## src/hdl/spi_wb_pkg.sv

```systemverilog
package spi_wb_pkg;

  typedef struct packed {
    logic        cyc;
    logic        stb;
    logic        we;
    logic [3:0]  sel;
    logic [15:0] adr; // Word address
    logic [31:0] dat;
  } wb_req_t;

  typedef struct packed {
    logic        ack;
    logic        err;
    logic [31:0] dat;
  } wb_rsp_t;

  // Command byte is {we, 3'b000, sel[3:0]}
  localparam int CMD_WE_BIT  = 7;
  localparam int CMD_SEL_LSB = 0;

  localparam int ADDR_BYTES = 2; // High byte first
  localparam int DATA_BYTES = 4; // Most significant byte first

  localparam logic [7:0] STATUS_PENDING = 8'h00;
  localparam logic [7:0] STATUS_ACK     = 8'h01;
  localparam logic [7:0] STATUS_ERR     = 8'h02;

  localparam logic [15:0] SYS_BASE = 16'h0000;
  localparam logic [15:0] SYS_HIGH = 16'h00FF;
  localparam logic [15:0] EXT_BASE = 16'h0100;
  localparam logic [15:0] EXT_HIGH = 16'h01FF;

  // A byte on the SPI side must outlast this plus a few cycles of sync delay
  localparam int WB_TIMEOUT_CYCLES = 32;
  localparam int TIMER_W           = 6;

  localparam logic [31:0] BOARD_ID = 32'd12;
  localparam logic [31:0] REV_WORD = 32'h0001_0000; // Major 1, minor 0

  localparam logic [7:0] REG_ID      = 8'd0;
  localparam logic [7:0] REG_REV     = 8'd1;
  localparam logic [7:0] REG_SCRATCH = 8'd2;
  localparam logic [7:0] REG_DEBUG   = 8'd3;

endpackage

```

## src/hdl/spi_frame_shifter.sv

```systemverilog
module spi_frame_shifter (
  input  logic       sys_clk,
  input  logic       reset_i,
  input  logic       cs_n_i,
  input  logic       sclk_i,
  input  logic       mosi_i,
  output logic       miso_o,
  output logic [7:0] rx_byte_o,
  output logic       rx_byte_stb_o,
  output logic       frame_start_stb_o,
  output logic       frame_end_stb_o,
  input  logic [7:0] tx_byte_i,
  input  logic       tx_load_stb_i
);

  logic [2:0] cs_sync;   // Third stage only feeds the edge detect
  logic [2:0] sclk_sync;
  logic [1:0] mosi_sync;
  logic       sclk_rise;
  logic       sclk_fall;
  logic       cs_fall;
  logic       cs_rise;
  logic       selected;
  logic [2:0] bit_cnt;
  logic [7:0] rx_shift;
  logic [7:0] tx_shift;
  logic [7:0] tx_next;

  always_ff @(posedge sys_clk) begin
    if (reset_i) begin
      cs_sync   <= '1;
      sclk_sync <= '0;
      mosi_sync <= '0;
    end else begin
      cs_sync   <= {cs_sync[1:0], cs_n_i};
      sclk_sync <= {sclk_sync[1:0], sclk_i};
      mosi_sync <= {mosi_sync[0], mosi_i};
    end
  end

  assign sclk_rise = sclk_sync[1] & ~sclk_sync[2];
  assign sclk_fall = ~sclk_sync[1] & sclk_sync[2];
  assign cs_fall   = ~cs_sync[1] & cs_sync[2];
  assign cs_rise   = cs_sync[1] & ~cs_sync[2];
  assign selected  = ~cs_sync[1];

  always_ff @(posedge sys_clk) begin
    if (reset_i) begin
      bit_cnt           <= '0;
      rx_byte_stb_o     <= 1'b0;
      frame_start_stb_o <= 1'b0;
      frame_end_stb_o   <= 1'b0;
    end else begin
      rx_byte_stb_o     <= 1'b0;
      frame_start_stb_o <= cs_fall;
      frame_end_stb_o   <= cs_rise;
      if (!selected) begin
        bit_cnt <= '0;
      end else if (sclk_rise) begin
        bit_cnt <= bit_cnt + 3'd1;
        if (bit_cnt == 3'd7) rx_byte_stb_o <= 1'b1;
      end
    end
  end

  always_ff @(posedge sys_clk) begin
    if (sclk_rise) rx_shift <= {rx_shift[6:0], mosi_sync[1]};
  end

  assign rx_byte_o = rx_shift;

  // The falling edge that closes a byte presents the MSB of the queued one
  always_ff @(posedge sys_clk) begin
    if (reset_i || !selected) begin
      tx_shift <= '0;
      tx_next  <= '0;
    end else begin
      if (sclk_fall) begin
        if (bit_cnt == 3'd0) tx_shift <= tx_next;
        else tx_shift <= {tx_shift[6:0], 1'b0};
      end
      if (tx_load_stb_i) begin
        tx_next <= tx_byte_i;
      end else if (sclk_fall && bit_cnt == 3'd0) begin
        tx_next <= '0; // Bytes nobody queued go out as zero
      end
    end
  end

  assign miso_o = tx_shift[7] & ~cs_n_i;

endmodule

```

## src/hdl/spi_bridge_fsm.sv

```systemverilog
module spi_bridge_fsm (
  input  logic                sys_clk,
  input  logic                reset_i,
  input  logic [7:0]          rx_byte_i,
  input  logic                rx_byte_stb_i,
  input  logic                frame_start_stb_i,
  input  logic                frame_end_stb_i,
  output logic [7:0]          tx_byte_o,
  output logic                tx_load_stb_o,
  output spi_wb_pkg::wb_req_t wb_req_o,
  input  spi_wb_pkg::wb_rsp_t wb_rsp_i,
  output logic                cmd_done_stb_o
);
  import spi_wb_pkg::*;

  typedef enum logic [3:0] {
    IDLE, CMD, ADDR, WDATA, BUS, TURN, STATUS, RDATA, DONE
  } state_e;

  state_e      state_q;
  logic [1:0]  byte_cnt;
  logic        we_q;
  logic [3:0]  sel_q;
  logic [15:0] addr_q;
  logic [31:0] wdata_q;
  logic [31:0] rdata_q;
  logic [7:0]  status_q;
  logic        abort_q;
  logic        rsp_done;
  logic [15:0] next_addr;
  logic [31:0] next_wdata;
  wb_req_t     req_q;

  assign rsp_done   = wb_rsp_i.ack | wb_rsp_i.err;
  assign next_addr  = {addr_q[7:0], rx_byte_i};
  assign next_wdata = {wdata_q[23:0], rx_byte_i};

  always_ff @(posedge sys_clk) begin
    if (reset_i) begin
      state_q        <= IDLE;
      byte_cnt       <= '0;
      abort_q        <= 1'b0;
      req_q.cyc      <= 1'b0;
      req_q.stb      <= 1'b0;
      tx_load_stb_o  <= 1'b0;
      cmd_done_stb_o <= 1'b0;
    end else begin
      tx_load_stb_o  <= 1'b0;
      cmd_done_stb_o <= 1'b0;
      if (state_q == BUS) begin
        // An issued request always runs to its end, even if cs_n rises
        if (frame_end_stb_i) abort_q <= 1'b1;
        if (rsp_done) begin
          req_q.cyc      <= 1'b0;
          req_q.stb      <= 1'b0;
          cmd_done_stb_o <= 1'b1;
          status_q       <= wb_rsp_i.err ? STATUS_ERR : STATUS_ACK;
          rdata_q        <= wb_rsp_i.dat;
          state_q        <= (abort_q || frame_end_stb_i) ? IDLE : TURN;
        end
      end else if (frame_end_stb_i) begin
        state_q <= IDLE;
      end else if (frame_start_stb_i) begin
        state_q <= CMD;
        abort_q <= 1'b0;
      end else if (rx_byte_stb_i) begin
        case (state_q)
          CMD: begin
            we_q     <= rx_byte_i[CMD_WE_BIT];
            sel_q    <= rx_byte_i[CMD_SEL_LSB +: 4];
            byte_cnt <= '0;
            state_q  <= ADDR;
          end
          ADDR: begin
            addr_q   <= next_addr;
            byte_cnt <= byte_cnt + 2'd1;
            if (byte_cnt == 2'(ADDR_BYTES - 1)) begin
              byte_cnt <= '0;
              if (we_q) begin
                state_q <= WDATA;
              end else begin
                req_q    <= '{cyc: 1'b1, stb: 1'b1, we: 1'b0, sel: sel_q,
                              adr: next_addr, dat: wdata_q};
                status_q <= STATUS_PENDING;
                state_q  <= BUS;
              end
            end
          end
          WDATA: begin
            wdata_q  <= next_wdata;
            byte_cnt <= byte_cnt + 2'd1;
            if (byte_cnt == 2'(DATA_BYTES - 1)) begin
              req_q    <= '{cyc: 1'b1, stb: 1'b1, we: 1'b1, sel: sel_q,
                            adr: addr_q, dat: next_wdata};
              status_q <= STATUS_PENDING;
              state_q  <= BUS;
            end
          end
          TURN: begin
            tx_byte_o     <= status_q;
            tx_load_stb_o <= 1'b1;
            state_q       <= STATUS;
          end
          STATUS: begin
            if (we_q) begin
              state_q <= DONE;
            end else begin
              tx_byte_o     <= rdata_q[31:24];
              tx_load_stb_o <= 1'b1;
              rdata_q       <= {rdata_q[23:0], 8'h00};
              byte_cnt      <= '0;
              state_q       <= RDATA;
            end
          end
          RDATA: begin
            byte_cnt <= byte_cnt + 2'd1;
            if (byte_cnt == 2'(DATA_BYTES - 1)) begin
              state_q <= DONE;
            end else begin
              tx_byte_o     <= rdata_q[31:24]; // Next byte is queued while this one goes out
              tx_load_stb_o <= 1'b1;
              rdata_q       <= {rdata_q[23:0], 8'h00};
            end
          end
          default: ;
        endcase
      end
    end
  end

  assign wb_req_o = req_q;

endmodule

```

## src/hdl/wb_timeout_timer.sv

```systemverilog
module wb_timeout_timer (
  input  logic sys_clk,
  input  logic reset_i,
  input  logic busy_i,
  output logic expired_o
);
  import spi_wb_pkg::*;

  logic [TIMER_W-1:0] count_q;

  // Restarts from zero for every new request
  always_ff @(posedge sys_clk) begin
    if (reset_i || !busy_i) begin
      count_q <= '0;
    end else begin
      count_q <= count_q + 1'b1;
    end
  end

  assign expired_o = busy_i && (count_q == TIMER_W'(WB_TIMEOUT_CYCLES - 1));

endmodule

```

## src/hdl/wb_addr_decoder.sv

```systemverilog
module wb_addr_decoder (
  input  logic                sys_clk,
  input  logic                reset_i,
  input  spi_wb_pkg::wb_req_t m_req_i,
  output spi_wb_pkg::wb_rsp_t m_rsp_o,
  output spi_wb_pkg::wb_req_t sys_req_o,
  output spi_wb_pkg::wb_req_t ext_req_o,
  input  spi_wb_pkg::wb_rsp_t sys_rsp_i,
  input  spi_wb_pkg::wb_rsp_t ext_rsp_i,
  output logic                busy_o,
  input  logic                expired_i
);
  import spi_wb_pkg::*;

  typedef enum logic [1:0] {RGN_NONE, RGN_SYS, RGN_EXT} rgn_e;

  rgn_e rgn_q;
  logic active_q;
  logic err_q;
  logic m_valid;

  function automatic logic in_range(input logic [15:0] adr, input logic [15:0] base,
                                    input logic [15:0] high);
    return 16'(adr - base) <= 16'(high - base);
  endfunction

  assign m_valid = m_req_i.cyc & m_req_i.stb;

  always_ff @(posedge sys_clk) begin
    if (reset_i) begin
      active_q <= 1'b0;
      rgn_q    <= RGN_NONE;
      err_q    <= 1'b0;
    end else begin
      err_q <= 1'b0;
      if (!active_q) begin
        if (m_valid) begin
          active_q <= 1'b1;
          if (in_range(m_req_i.adr, SYS_BASE, SYS_HIGH)) begin
            rgn_q <= RGN_SYS;
          end else if (in_range(m_req_i.adr, EXT_BASE, EXT_HIGH)) begin
            rgn_q <= RGN_EXT;
          end else begin
            rgn_q <= RGN_NONE;
            err_q <= 1'b1; // Unmapped
          end
        end
      end else if (m_rsp_o.ack || m_rsp_o.err) begin
        active_q <= 1'b0;
        rgn_q    <= RGN_NONE;
      end else if (expired_i) begin
        rgn_q <= RGN_NONE; // Withdraw cyc from the stalled region
        err_q <= 1'b1;
      end
    end
  end

  always_comb begin
    sys_req_o     = m_req_i;
    ext_req_o     = m_req_i;
    sys_req_o.cyc = m_req_i.cyc & (rgn_q == RGN_SYS);
    sys_req_o.stb = m_req_i.stb & (rgn_q == RGN_SYS);
    ext_req_o.cyc = m_req_i.cyc & (rgn_q == RGN_EXT);
    ext_req_o.stb = m_req_i.stb & (rgn_q == RGN_EXT);
  end

  always_comb begin
    case (rgn_q)
      RGN_SYS: m_rsp_o = sys_rsp_i;
      RGN_EXT: m_rsp_o = ext_rsp_i;
      default: m_rsp_o = '0;
    endcase
    if (err_q) m_rsp_o.err = 1'b1;
  end

  assign busy_o = active_q && (rgn_q != RGN_NONE);

endmodule

```

## src/hdl/sys_block.sv

```systemverilog
module sys_block (
  input  logic                sys_clk,
  input  logic                reset_i,
  input  spi_wb_pkg::wb_req_t req_i,
  output spi_wb_pkg::wb_rsp_t rsp_o,
  output logic [31:0]         debug_o
);
  import spi_wb_pkg::*;

  logic [7:0]  reg_idx;
  logic        req_valid;
  logic        ack_q;
  logic [31:0] rdat_q;
  logic [31:0] scratch_q;
  logic [31:0] debug_q;

  function automatic logic [31:0] merge_lanes(input logic [31:0] cur, input logic [31:0] wr,
                                              input logic [3:0] sel);
    logic [31:0] res;
    res = cur;
    for (int i = 0; i < 4; i++) begin
      if (sel[i]) res[8*i +: 8] = wr[8*i +: 8];
    end
    return res;
  endfunction

  assign reg_idx   = req_i.adr[7:0];
  assign req_valid = req_i.cyc & req_i.stb & ~ack_q; // One ack per request

  always_ff @(posedge sys_clk) begin
    if (reset_i) begin
      ack_q     <= 1'b0;
      scratch_q <= '0;
      debug_q   <= '0;
    end else begin
      ack_q <= req_valid;
      if (req_valid && req_i.we) begin
        case (reg_idx)
          REG_SCRATCH: scratch_q <= merge_lanes(scratch_q, req_i.dat, req_i.sel);
          REG_DEBUG:   debug_q   <= merge_lanes(debug_q, req_i.dat, req_i.sel);
          default: ; // ID and revision are constants
        endcase
      end
    end
  end

  always_ff @(posedge sys_clk) begin
    if (req_valid) begin
      case (reg_idx)
        REG_ID:      rdat_q <= BOARD_ID;
        REG_REV:     rdat_q <= REV_WORD;
        REG_SCRATCH: rdat_q <= scratch_q;
        REG_DEBUG:   rdat_q <= debug_q;
        default:     rdat_q <= '0;
      endcase
    end
  end

  assign rsp_o   = '{ack: ack_q, err: 1'b0, dat: rdat_q};
  assign debug_o = debug_q;

endmodule

```

## src/hdl/spi_wb_top.sv

```systemverilog
module spi_wb_top (
  input  logic                sys_clk,
  input  logic                reset_i,
  input  logic                spi_cs_n_i,
  input  logic                spi_sclk_i,
  input  logic                spi_mosi_i,
  output logic                spi_miso_o,
  output spi_wb_pkg::wb_req_t ext_req_o,
  input  spi_wb_pkg::wb_rsp_t ext_rsp_i,
  output logic [31:0]         debug_o,
  output logic                cmd_done_stb_o
);
  import spi_wb_pkg::*;

  logic [7:0] rx_byte;
  logic [7:0] tx_byte;
  logic       rx_byte_stb;
  logic       frame_start_stb;
  logic       frame_end_stb;
  logic       tx_load_stb;
  logic       busy;
  logic       expired;
  wb_req_t    m_req;
  wb_rsp_t    m_rsp;
  wb_req_t    sys_req;
  wb_rsp_t    sys_rsp;

  spi_frame_shifter u_shifter (
    .sys_clk          (sys_clk),
    .reset_i          (reset_i),
    .cs_n_i           (spi_cs_n_i),
    .sclk_i           (spi_sclk_i),
    .mosi_i           (spi_mosi_i),
    .miso_o           (spi_miso_o),
    .rx_byte_o        (rx_byte),
    .rx_byte_stb_o    (rx_byte_stb),
    .frame_start_stb_o(frame_start_stb),
    .frame_end_stb_o  (frame_end_stb),
    .tx_byte_i        (tx_byte),
    .tx_load_stb_i    (tx_load_stb)
  );

  spi_bridge_fsm u_fsm (
    .sys_clk          (sys_clk),
    .reset_i          (reset_i),
    .rx_byte_i        (rx_byte),
    .rx_byte_stb_i    (rx_byte_stb),
    .frame_start_stb_i(frame_start_stb),
    .frame_end_stb_i  (frame_end_stb),
    .tx_byte_o        (tx_byte),
    .tx_load_stb_o    (tx_load_stb),
    .wb_req_o         (m_req),
    .wb_rsp_i         (m_rsp),
    .cmd_done_stb_o   (cmd_done_stb_o)
  );

  wb_addr_decoder u_decoder (
    .sys_clk  (sys_clk),
    .reset_i  (reset_i),
    .m_req_i  (m_req),
    .m_rsp_o  (m_rsp),
    .sys_req_o(sys_req),
    .ext_req_o(ext_req_o),
    .sys_rsp_i(sys_rsp),
    .ext_rsp_i(ext_rsp_i),
    .busy_o   (busy),
    .expired_i(expired)
  );

  wb_timeout_timer u_timer (
    .sys_clk  (sys_clk),
    .reset_i  (reset_i),
    .busy_i   (busy),
    .expired_o(expired)
  );

  sys_block u_sys_block (
    .sys_clk(sys_clk),
    .reset_i(reset_i),
    .req_i  (sys_req),
    .rsp_o  (sys_rsp),
    .debug_o(debug_o)
  );

endmodule

```

## config.mk

```make
export PLATFORM = sky130hd
export DESIGN_NAME = spi_wb_top
export DESIGN_NICKNAME = d
export VERILOG_FILES = /design/src/hdl/spi_wb_pkg.sv /design/src/hdl/spi_frame_shifter.sv /design/src/hdl/spi_bridge_fsm.sv /design/src/hdl/wb_timeout_timer.sv /design/src/hdl/wb_addr_decoder.sv /design/src/hdl/sys_block.sv /design/src/hdl/spi_wb_top.sv
export SDC_FILE = /design/constraint.sdc
export NUM_CORES = 1
export LEC_CHECK = 0
export ABC_AREA = 1
export BUFFER_PORTS_ARGS = -buffer_cell sky130_fd_sc_hd__buf_2
export CAP_MARGIN = 15
export CELL_PAD_IN_SITES_DETAIL_PLACEMENT = 2
export CELL_PAD_IN_SITES_GLOBAL_PLACEMENT = 2
export CORE_MARGIN = 8
export CORE_UTILIZATION = 34
export CTS_CLUSTER_DIAMETER = 200
export DETAILED_ROUTE_END_ITERATION = 16
export PLACE_DENSITY_LB_ADDON = 0.1
export SKIP_LAST_GASP = 1
export SYNTH_ARGS = -nofsm -noshare
export SYNTH_HDL_FRONTEND = slang
export SYNTH_SLANG_ARGS = --single-unit
```

## constraint.sdc

```tcl
create_clock -name sys_clk -period 12.3 [get_ports sys_clk]
set_clock_uncertainty 0.2 [all_clocks]
set_input_delay 2.46 -clock sys_clk [delete_from_list [all_inputs] [get_ports sys_clk]]
set_output_delay 2.46 -clock sys_clk [all_outputs]
set_load 0.005 [all_outputs]
```

After elaboration in Yosys (flattened, before gate mapping)

Cells that the tools add are included.

Register bits: 310
Input bits: 39
Output and inout port bits: 89
Word-level logic and storage cells: 230

$add $sub $neg: 4
$lt $le $gt $ge: 2
Equal/unequal tests: 34
Muxes and demuxes: 75
Bitwise operators: 25
Reduce and logical (&&, ||, !) cells: 48

Operator list:

| kind                  | number |
|---|---|
| $mux 55               | 6 |
| $mux 32               | 7 |
| $pmux 32 s4           | 1 |
| $pmux 55 s2           | 1 |
| $mux 8                | 13 |
| $pmux 34 s2           | 1 |
| $pmux 32 s2           | 1 |
| $mux 4                | 9 |
| $le 16x8->1 const B   | 2 |
| $reduce_and 6->1      | 5 |
| $reduce_and 3->1      | 9 |
| $pmux 4 s6            | 1 |
| $pmux 8 s3            | 1 |
| $reduce_and 8->1      | 3 |
| $mux 2                | 11 |
| $mux 1                | 18 |
| $reduce_and 9->1      | 2 |
| $eq 4x3->1 const B    | 4 |
| $eq 8x2->1 const B    | 2 |
| $pmux 8 s2            | 1 |
| $sub 16x9->16 const B | 1 |
| $ne 5x3->1 const B    | 3 |
| $and 1x1->1           | 12 |
| $not 1->1             | 12 |
| other kinds (32)      | 62 |

Logic depth before layout (Yosys ltp)

Gate-level depths: netlist of run 1.

Depth in word-level cells: 7
Gate-level depth with buffers: 13
Gate-level depth less buffers: 12

Hierarchy

A second synthesis of run 1 with hierarchy kept.

Cell total of the unflattened synthesis: 1580
Area total of the unflattened synthesis: 13944.6 um2

By module, submodules not included:

| module            | instances | cells each | area each (um2) | seq. area each (um2) |
|---|---|---|---|---|
| spi_bridge_fsm    | 1         | 545        | 6308.6          | 4644.5 |
| sys_block         | 1         | 557        | 4300.4          | 2262.2 |
| wb_addr_decoder   | 1         | 282        | 1654.1          | 80.1 |
| spi_frame_shifter | 1         | 162        | 1420.1          | 840.8 |
| wb_timeout_timer  | 1         | 34         | 261.5           | 120.1 |

Worst setup path before layout of run 1

Ideal clock, no wire load.

Path type: input -> register
Start: in reset_i
End: reg u_fsm.req_q (netlist bit u_fsm.wb_req_o[0]), enable pin
Library setup time: 529 ps
Arrival time: 6826 ps
Required time: 11571 ps
Setup slack: 4745 ps
Stages: 5
Path buffers: 2
Cells stage by stage: clkbuf_1 inv_1 clkbuf_1 nand3_1 nor3_1

Word-level cells in the longest chain between the ends: 2

RTL lines:

| element                    | line                 | RTL |
|---|---|---|
| from (decl)                | spi_wb_top.sv:3      | `input logic reset_i,` |
| $not 1->1 (no line)        | --                   |  |
| $reduce_and 9->1 (no line) | --                   |  |
| to (signal assigned)       | spi_bridge_fsm.sv:82 | `req_q <= '{cyc: 1'b1, stb: 1'b1, we: 1'b0, sel: sel_q,` |
| to (signal assigned)       | spi_bridge_fsm.sv:93 | `req_q <= '{cyc: 1'b1, stb: 1'b1, we: 1'b1, sel: sel_q,` |
| to (decl)                  | spi_bridge_fsm.sv:32 | `wb_req_t req_q;` |

No other way between the ends.
A chain may end at the register's enable or synchronous reset.

Worst setup path in the final report of run 1

Start: in spi_cs_n_i
End: out spi_miso_o

Word-level cells in the longest chain between the ends: 2

RTL lines:

| element     | line                    | RTL |
|---|---|---|
| from (decl) | spi_wb_top.sv:4         | `input logic spi_cs_n_i,` |
| $not 1->1   | spi_frame_shifter.sv:90 | `assign miso_o = tx_shift[7] & ~cs_n_i;` |
| $and 1x1->1 | spi_frame_shifter.sv:90 |  |
| to (decl)   | spi_wb_top.sv:7         | `output logic spi_miso_o,` |

No other way between the ends.

==> flow_metrics.env, run 1 <==
export IMPL_io_buffers=127
export IMPL_clk_latency_ns=0.52
export IMPL_final_design_area_no_fill_um2=14600
export IMPL_die_area_um2=43100
export IMPL_final_nets=1484
export IMPL_drcViolationCount=0
export IMPL_worstMarginPinSlew_ns=0.938
export IMPL_rsz0062_at_grt="false"
export IMPL_post_dp_cell_area_um2=13600
export IMPL_worstPathCellList="buf_2, nor2_1, buf_2"
export IMPL_arrival_time_at_the_worst_endpoint_ns=2.76
export IMPL_vias=9508
export IMPL_cts_setup_buffers=0
export IMPL_die_width_um=207
export IMPL_gr_usage_all_layers_pct=17.8
export IMPL_p_per_area_nw_per_um2=147
export IMPL_drt_first_iter_violations=449
export IMPL_p_leak_nw=6.01
export IMPL_cts_made_buffers=35
export IMPL_max_cap_violations=0
export IMPL_critical_path_endpoint_type="output port"
export IMPL_timing_setup_tns_ns=0
export IMPL_cts_max_path_buffers=3
export IMPL_top_level_ports=128
export IMPL_fillers=4015
export IMPL_clk_pin_slew_worst_paths_ns=0.06
export IMPL_worst_ir_drop_on_vdd_mv=0.0911
export IMPL_portion_of_the_post_synthesis_area_used_by_sequential_elements_pct=63.7
export IMPL_cts_tree="yes"
export IMPL_ys_ff_latch=303
export IMPL_layout_drive_gt1_share_pct=15.1
export IMPL_critical_path_slowest_cell="sky130_fd_sc_hd__buf_2"
export IMPL_crit_path_max_incr_delay_ns=0.11
export IMPL_multi_input_area_um2=3880
export IMPL_timing_final_setup_violations=0
export IMPL_gp_congestion=0.798
export IMPL_postSynth_asyncResetShare_pct=0
export IMPL_via_count_of_the_first_global_routing_pass=10300
export IMPL_holdBufCountCts=0
export IMPL_globalRouteOverflowTotal=0
export IMPL_avgSynthCellArea_um2=9.48
export IMPL_finalHoldViolCount=0
export IMPL_run_status="completed"
export IMPL_number_of_gates_given_a_new_drive_strength_after_cts=0
export IMPL_path_class="in2out"
export IMPL_initial_utilization_pct=34.3
export IMPL_start_kind="primary input"
export IMPL_antenna_cells=0
export IMPL_detailed_place_hpwl_um=27400
export IMPL_achievable_frequency_mhz=184
export IMPL_syn_nets=1364
export IMPL_tritoncts_num_sinks=303
export IMPL_postSynth_topFlopCell="sky130_fd_sc_hd__edfxtp_1"
export IMPL_via_per_inst=4.93
export IMPL_most_frequent_cp_cell="sky130_fd_sc_hd__buf_2"
export IMPL_combined_area_of_all_synthesized_cells_um2=12500
export IMPL_timing_final_max_slew_violations=0
export IMPL_finalWorstPathRequiredPeriod_ns=5.42
export IMPL_netlist_instances=1315
export IMPL_required_ns=9.64
export IMPL_synth_lib_cells_used_distinct=33
export IMPL_worstPathMaxFanout=2
export IMPL_core_region_area_um2=36300
export IMPL_most_frequent_cells_in_the_layout="381 x sky130_fd_sc_hd__nand2_1, 188 x sky130_fd_sc_hd__edfxtp_1, 157 x sky130_fd_sc_hd__nor2_1"
export IMPL_period_share_pct=44.1
export IMPL_finalWirelength_um=38700
export IMPL_drt_first_pass_iters=4
export IMPL_fp_dieH_um=207
export IMPL_avgRoutedWirePerCell_um=20.0
export IMPL_synth_edf_count=188
export IMPL_mostFrequentLayoutCell="sky130_fd_sc_hd__nand2_1"
export IMPL_pin_count_of_the_biggest_net_entering_global_routing=74
export IMPL_slew_limit_headroom_pct=37.4
export IMPL_htreeDepth=2
export IMPL_postRouteAntennaNets=0
export IMPL_cts_root_buf="sky130_fd_sc_hd__clkbuf_16"
export IMPL_seqCellArea_um2=7950
export IMPL_fp_row_count=70
export IMPL_grt_first_pass_wirelength_um=60700
export IMPL_min_path_type="reg2reg"
export IMPL_initial_antenna_violation_count=0
export IMPL_areaGrowthSynthToFinish_pct=17.3
export IMPL_yosysWarningCount=0
==> state kept, by name, indices dropped and copies added (netlist names), 6 cells and up <==
register	count
u_shifter.tx_next	8
u_sys_block.rdat_q	32
u_fsm.tx_byte_o	8
u_shifter.rx_byte_o	8
u_fsm.wdata_q	32
u_sys_block.debug_o	32
u_fsm.rdata_q	32
u_sys_block.scratch_q	32
u_shifter.tx_shift	8
u_timer.count_q	6
u_fsm.addr_q	16
u_fsm.wb_req_o	54
==> critical path: cells and delay by family <==
kind                   cells  cell delay [ns]
buffers and inverters      2             0.21
AND/OR/NAND/NOR            1             0.08
==> power breakdown <==
part / internal, mW / switching [mW] / total [mW]
clock network: 0.562 / 0.413 / 0.975
logic: 0.0247 / 0.0704 / 0.0951
registers: 1.08 / 0.00656 / 1.09
total: 1.67 / 0.490 / 2.16
==> cell type report <==
| class | count | area share, % |
|---|---|---|
| Tap cell | 468 | 4.00 |
| Timing Repair Buffer | 141 | 5.06 |
| Clock inverter | 15 | 0.753 |
| Clock buffer | 48 | 6.47 |
| Sequential cell | 303 | 54.3 |
| Multi-Input combinational cell | 842 | 26.5 |
| Inverter | 112 | 2.87 |
==> Yosys cell counts (all sizes together), types with 22 or more instances <==
library cell / n / area (um^2)
nor2: 168 / 696
o21ai: 65 / 325
dfxtp: 115 / 2300
inv: 110 / 413
a22o: 24 / 210
buf: 22 / 113
a21oi: 28 / 140
edfxtp: 188 / 5650
nand3: 95 / 475
nand2: 387 / 1480
nor3: 38 / 200
clkbuf: 36 / 135
==> cell families (layout without fill, tap and decap cells) <==
group | Yosys count | in the layout | share of synthesized area, %
and+or+nand+nor | 705 | 705 | 23.8
DFF | 303 | 303 | 63.7
buffers and inverters | 170 | 316 | 5.36
AOI/OAI and AO/OA | 125 | 125 | 5.91
adders and majority gates | 10 | 10 | 1.00
xor gates and xnor gates | 2 | 2 | 0.141
==> per-stage QoR <==
| stage | instances | hold WS, ns | total power [mW] | utilization (%) | setup slack [ns] |
|---|---|---|---|---|---|
| floorplan | 1315 | 0.186 | 1.17 | - | 4.74 |
| global placement | 1866 | 0.203 | 1.20 | 37.3 | 6.85 |
| detailed placement | 1866 | 0.206 | 1.20 | 37.3 | 6.88 |
| CTS | 1929 | 0.221 | 2.19 | 40.2 | 6.87 |
| global route | 1929 | 0.225 | 2.24 | 40.2 | 6.85 |
| finish | 1929 | 0.212 | 2.16 | 40.2 | 6.88 |
==> metal layers <==
layer	track usage [%]	routed length, um
met5	0	0
met4	4.14	608
met3	2.81	1470
met2	30.8	18900
met1	23.1	17700
==> path summary, 6_finish.rpt <==
path	startpoint	endpoint	slack, ns	cells past startpoint
min reg2reg	u_shifter.sclk_sync[0]$_SDFF_PP0_	u_shifter.sclk_sync[1]$_SDFF_PP0_	0.21	2
max	spi_cs_n_i	spi_miso_o	6.88	3
min	u_shifter.sclk_sync[0]$_SDFF_PP0_	u_shifter.sclk_sync[1]$_SDFF_PP0_	0.21	2
max reg2reg	u_fsm.state_q[3]$_SDFFE_PP0P_	u_fsm.wb_req_o[26]$_DFFE_PP_	9.03	7
(Power assumes the default switching activity.)
==> inputs of run 2 (changes only) <==
==> constraint.sdc (replaced) <==
create_clock -name sys_clk -period 5 [get_ports sys_clk]
set_clock_uncertainty 0.2 [all_clocks]
set_input_delay 1 -clock sys_clk [delete_from_list [all_inputs] [get_ports sys_clk]]
set_output_delay 1 -clock sys_clk [all_outputs]
set_load 0.005 [all_outputs]
==> flow_metrics.env, run 2 (same netlist as run 1, synthesis figures left out) <==
export IMPL_mostFrequentLayoutCell="sky130_fd_sc_hd__nand2_1"
export IMPL_placed_cells_incl_taps=1867
export IMPL_cts_root_buf="sky130_fd_sc_hd__clkbuf_16"
export IMPL_drcViolationCount=0
export IMPL_hp_start="u_shifter.mosi_sync[0]$_SDFF_PP0_"
export IMPL_grt_first_pass_wirelength_um=61700
export IMPL_cts_tree="yes"
export IMPL_avgRoutedWirePerCell_um=20.4
export IMPL_report_power_total_mw=5.44
export IMPL_r2r_end="u_fsm.wb_req_o[20]$_DFFE_PP_"
export IMPL_internal_power_mw=4.22
export IMPL_comb_power_share_pct=4.3
export IMPL_clock_power_share_pct=46.7
export IMPL_die_width_um=207
export IMPL_cts_max_path_buffers=3
export IMPL_gr_usage_all_layers_pct=18.1
export IMPL_switchingPower_mw=1.23
export IMPL_worstMarginPinSlew_ns=0.914
export IMPL_number_of_gates_given_a_new_drive_strength_after_cts=0
export IMPL_finalWorstPathRequiredPeriod_ns=3.44
export IMPL_min_path_type="reg2reg"
export IMPL_holdBufCountCts=0
export IMPL_initial_antenna_violation_count=0
export IMPL_achievable_frequency_mhz=291
export IMPL_slew_limit_headroom_pct=39.1
export IMPL_tritoncts_num_sinks=303
export IMPL_globalRouteOverflowTotal=0
export IMPL_cts_made_buffers=36
export IMPL_timing_setup_tns_ns=0
export IMPL_timing_final_setup_violations=0
export IMPL_postRouteAntennaNets=0
export IMPL_most_frequent_cells_in_the_layout="381 x sky130_fd_sc_hd__nand2_1, 188 x sky130_fd_sc_hd__edfxtp_1, 157 x sky130_fd_sc_hd__nor2_1"
export IMPL_final_nets=1486
export IMPL_final_hold_worst_slack_ns=0.209
export IMPL_path_class="reg2reg"
export IMPL_core_region_area_um2=36300
export IMPL_pwr_share_seq_pct=49.0
export IMPL_clk_latency_ns=0.52
export IMPL_period_share_pct=68.8
export IMPL_rsz0062_at_grt="false"
export IMPL_areaGrowthSynthToFinish_pct=18.1
export IMPL_run_status="completed"
export IMPL_top_level_ports=128
export IMPL_htreeDepth=2
export IMPL_timing_reg2reg_worst_path_depth=8
export IMPL_start_kind="flop"
export IMPL_swShare_pct=22.5
export IMPL_critical_path_slowest_cell="sky130_fd_sc_hd__buf_4"
export IMPL_finalHoldViolCount=0
export IMPL_finalWirelength_um=39500
export IMPL_p_per_area_nw_per_um2=370
export IMPL_worstPathMaxFanout=53
export IMPL_pin_count_of_the_biggest_net_entering_global_routing=74
export IMPL_fp_dieH_um=207
export IMPL_cts_setup_buffers=0
export IMPL_largest_register_ff_count=54
export IMPL_min_path_cells=2
export IMPL_post_layout_nonfiller_instances=1932
export IMPL_vias=9562
export IMPL_postLayoutCoreUtil_pct=40.5
export IMPL_antenna_cells=0
export IMPL_worst_ir_drop_on_vdd_mv=0.260
export IMPL_worstPathCellList="inv_2, nand2_1, nor2_2, buf_4, inv_2, nand3_1, nor3_4, buf_4"
export IMPL_max_cap_violations=0
export IMPL_p_leak_nw=5.92
export IMPL_arrival_time_at_the_worst_endpoint_ns=3.39
export IMPL_layout_drive_gt1_share_pct=15.1
export IMPL_critical_path_endpoint_type="flop"
export IMPL_io_buffers=127
export IMPL_r2r_start="u_fsm.state_q[3]$_SDFFE_PP0P_"
export IMPL_required_ns=4.95
export IMPL_timing_hold_worst_endpoint="u_shifter.mosi_sync[1]$_SDFF_PP0_"
export IMPL_fp_row_count=70
export IMPL_die_area_um2=43100
export IMPL_gp_congestion=0.807
export IMPL_crit_path_max_incr_delay_ns=0.61
export IMPL_drt_first_pass_iters=4
export IMPL_timing_final_max_slew_violations=0
export IMPL_via_count_of_the_first_global_routing_pass=10400
export IMPL_rrSetupSlack_ns=1.56
export IMPL_drt_first_iter_violations=473
export IMPL_initial_utilization_pct=34.3
export IMPL_detailed_place_hpwl_um=28100
export IMPL_clk_pin_slew_worst_paths_ns=0.06
export IMPL_via_per_inst=4.95
==> run 2: worst max path at each step <==
stage / from / slack (ns) / endpoint
final: u_fsm.state_q[3]$_SDFFE_PP0P_ / 1.56 / u_fsm.wb_req_o[20]$_DFFE_PP_
after global routing: u_fsm.state_q[3]$_SDFFE_PP0P_ / 1.33 / u_fsm.wb_req_o[14]$_DFFE_PP_
after CTS: u_fsm.state_q[3]$_SDFFE_PP0P_ / 1.55 / u_fsm.wb_req_o[21]$_DFFE_PP_
after detailed placement: reset_i / 1.53 / u_fsm.rdata_q[30]$_DFFE_PP_
after global placement: reset_i / 1.62 / u_fsm.rdata_q[28]$_DFFE_PP_
after floorplan: reset_i / 0.49 / u_fsm.rdata_q[0]$_SDFFCE_PN0P_
==> run 2: layout make-up <==
| class | instances | area, um^2 |
|---|---|---|
| clock buffers | 46 | 991 |
| inverters | 112 | 420 |
| fillers | 3958 | 21600 |
| repair buffers | 142 | 748 |
| well taps | 468 | 586 |
| clock inverters | 19 | 144 |
| flip-flops and latches | 303 | 7950 |
| multi-input cells | 842 | 3880 |
==> run 2: worst max-delay path, delay by kind of cell, from the launching register on <==
kind | cells | cell delay (ns)
buffers and inverters | 4 | 1.38
DFF | 1 | 0.45
and+or+nand+nor | 4 | 1.00
==> run 2: power groups by stage <==
stage | logic, mW | registers [mW] | clock network [mW]
after floorplan | 0.151 | 2.72 | 0
after global placement | 0.229 | 2.72 | 0
after detailed placement | 0.236 | 2.72 | 0
after CTS | 0.238 | 2.67 | 2.61
after global routing | 0.265 | 2.67 | 2.70
final | 0.235 | 2.67 | 2.54
==> run 2: routing by layer <==
metal / routed length, um / track usage, % / up-vias
met4: 898 / 4.88 / 0
met1: 18100 / 23.8 / 4792
met3: 1480 / 2.97 / 53
met2: 18900 / 30.7 / 139
met5: 0 / 0 / -
li1: - / - / 4578
==> run 2: per-stage QoR <==
stage / setup WS, ns / area, um^2
after floorplan: 0.495 / 12500
after global placement: 1.62 / 13600
after detailed placement: 1.53 / 13600
after CTS: 1.55 / 14700
after global routing: 1.33 / 14700
final: 1.56 / 14700
==> inputs of run 3 (changes only) <==
==> constraint.sdc (replaced) <==
create_clock -name sys_clk -period 3.2 [get_ports sys_clk]
set_clock_uncertainty 0.2 [all_clocks]
set_input_delay 0.64 -clock sys_clk [delete_from_list [all_inputs] [get_ports sys_clk]]
set_output_delay 0.64 -clock sys_clk [all_outputs]
set_load 0.005 [all_outputs]
==> flow_metrics.env, run 3 (same netlist as run 1, synthesis figures left out) <==
export IMPL_holdBufCountCts=0
export IMPL_clk_pin_slew_worst_paths_ns=0.06
export IMPL_p_leak_nw=6.12
export IMPL_timing_final_setup_violations=0
export IMPL_die_width_um=207
export IMPL_switchingPower_mw=1.92
export IMPL_critical_path_slowest_cell="sky130_fd_sc_hd__buf_4"
export IMPL_rsz0062_at_grt="false"
export IMPL_globalRouteOverflowTotal=0
export IMPL_internal_power_mw=6.73
export IMPL_postRouteAntennaNets=0
export IMPL_rrSetupSlack_ns=0.71
export IMPL_cts_root_buf="sky130_fd_sc_hd__clkbuf_16"
export IMPL_pin_count_of_the_biggest_net_entering_global_routing=65
export IMPL_most_frequent_cells_in_the_layout="381 x sky130_fd_sc_hd__nand2_1, 188 x sky130_fd_sc_hd__edfxtp_1, 157 x sky130_fd_sc_hd__nor2_1"
export IMPL_largest_register_ff_count=54
export IMPL_avgRoutedWirePerCell_um=20.0
export IMPL_run_status="completed"
export IMPL_most_frequent_cp_cell="sky130_fd_sc_hd__inv_1"
export IMPL_finalWirelength_um=38900
export IMPL_gr_usage_all_layers_pct=17.9
export IMPL_antenna_cells=0
export IMPL_timing_final_max_slew_violations=0
export IMPL_critical_path_endpoint_type="output port"
export IMPL_slew_limit_headroom_pct=51.9
export IMPL_drt_first_iter_violations=399
export IMPL_post_layout_nonfiller_instances=1939
export IMPL_worst_ir_drop_on_vdd_mv=0.312
export IMPL_crit_path_max_incr_delay_ns=0.36
export IMPL_swShare_pct=22.2
export IMPL_die_area_um2=43100
export IMPL_p_per_area_nw_per_um2=582
export IMPL_timing_reg2reg_worst_path_depth=12
export IMPL_grt_first_pass_wirelength_um=61000
export IMPL_initial_antenna_violation_count=0
export IMPL_min_path_type="in2reg"
export IMPL_worstPathMaxFanout=33
export IMPL_initial_utilization_pct=34.3
export IMPL_core_region_area_um2=36300
export IMPL_r2r_start="u_fsm.state_q[0]$_SDFFE_PP0P_"
export IMPL_period_share_pct=81.2
export IMPL_final_nets=1493
export IMPL_timing_hold_worst_endpoint="u_shifter.mosi_sync[0]$_SDFF_PP0_"
export IMPL_htreeDepth=2
export IMPL_required_ns=2.36
export IMPL_io_buffers=127
export IMPL_worstPathCellList="inv_1, ha_1, buf_4, nand2_1, inv_1, buf_2"
export IMPL_timing_setup_tns_ns=0
export IMPL_via_count_of_the_first_global_routing_pass=10400
export IMPL_min_path_cells=3
export IMPL_number_of_gates_given_a_new_drive_strength_after_cts=0
export IMPL_hp_start="spi_mosi_i"
export IMPL_placed_cells_incl_taps=1874
export IMPL_detailed_place_hpwl_um=28000
export IMPL_areaGrowthSynthToFinish_pct=19.1
export IMPL_path_buf_inv=4
export IMPL_path_class="reg2out"
export IMPL_drcViolationCount=0
export IMPL_fp_row_count=70
export IMPL_clock_power_share_pct=47.5
export IMPL_top_level_ports=128
export IMPL_cts_tree="yes"
export IMPL_vias=9472
export IMPL_r2r_end="u_fsm.state_q[1]$_SDFFE_PP0P_"
export IMPL_arrival_time_at_the_worst_endpoint_ns=1.76
export IMPL_achievable_frequency_mhz=385
export IMPL_finalHoldViolCount=0
export IMPL_layout_drive_gt1_share_pct=15.8
export IMPL_tritoncts_num_sinks=303
export IMPL_critPathTopFamily="buffers and inverters"
export IMPL_cts_made_buffers=36
export IMPL_fp_dieH_um=207
export IMPL_pwr_share_seq_pct=48.3
export IMPL_comb_power_share_pct=4.3
export IMPL_start_kind="flop"
export IMPL_cts_setup_buffers=0
export IMPL_gp_congestion=0.785
export IMPL_mostFrequentLayoutCell="sky130_fd_sc_hd__nand2_1"
export IMPL_finalWorstPathRequiredPeriod_ns=2.60
export IMPL_via_per_inst=4.88
export IMPL_drt_first_pass_iters=4
export IMPL_cts_max_path_buffers=3
export IMPL_worstMarginPinSlew_ns=0.719
export IMPL_clk_latency_ns=0.52
export IMPL_max_cap_violations=0
==> run 3: area by class of cell <==
| class | instances | area, um^2 |
|---|---|---|
| tap | 468 | 586 |
| multi-input combinational | 842 | 3890 |
| timing repair buffer | 149 | 813 |
| sequential | 303 | 7950 |
| clock inverter | 18 | 169 |
| inverter | 112 | 420 |
| fill | 3966 | 21500 |
| clock buffer | 47 | 1020 |
==> run 3: tightest hold or removal path, cell delays in order <==
cell and delay, ns:
sky130_fd_sc_hd__buf_2 0.07, sky130_fd_sc_hd__inv_1 0.03, sky130_fd_sc_hd__nor2_1 0.07
==> run 3: worst max-delay path by stage <==
stage / to / depth (start not counted) / slack, ns / start
after floorplan: u_fsm.wdata_q[0]$_DFFE_PP_ / 5 / 0.0001 / reset_i
after global placement: u_fsm.rdata_q[20]$_DFFE_PP_ / 10 / 0.75 / ext_rsp_i[33]
after global routing: ext_req_o[54] / 6 / 0.44 / u_decoder.rgn_q[0]$_SDFFE_PP0P_
final: ext_req_o[54] / 6 / 0.60 / u_decoder.rgn_q[0]$_SDFFE_PP0P_
after CTS: ext_req_o[54] / 6 / 0.53 / u_decoder.rgn_q[0]$_SDFFE_PP0P_
after detailed placement: u_fsm.state_q[2]$_SDFFE_PP0P_ / 11 / 0.71 / u_fsm.state_q[2]$_SDFFE_PP0P_
==> run 3: power groups by stage <==
| stage | combinational (mW) | clock, mW | sequential (mW) |
|---|---|---|---|
| 6_report | 0.370 | 4.10 | 4.17 |
| 5_1_grt | 0.417 | 4.35 | 4.17 |
| 4_1_cts | 0.376 | 4.23 | 4.17 |
| 3_5_place_dp | 0.374 | 0 | 4.26 |
| 3_3_place_gp | 0.364 | 0 | 4.25 |
| 2_1_floorplan | 0.239 | 0 | 4.24 |
==> run 3: layer usage <==
metal	up-vias	part of all wire, %	GRT usage (%)
li1	4608	-	-
met1	4701	46	23.1
met2	121	49	31.0
met3	42	3.0	2.73
met4	0	1.8	4.24
met5	-	0	0
==> run 3: per-stage QoR <==
step	utilization, %	setup slack [ns]	power, mW	instance area [um^2]	hold slack, ns
2_1_floorplan	-	0.000143	4.48	12500	0.186
3_3_place_gp	37.6	0.752	4.62	13700	0.199
3_5_place_dp	37.6	0.713	4.63	13700	0.203
4_1_cts	40.8	0.528	8.77	14800	0.122
5_1_grt	40.8	0.440	8.94	14800	0.148
6_report	40.8	0.601	8.65	14800	0.141
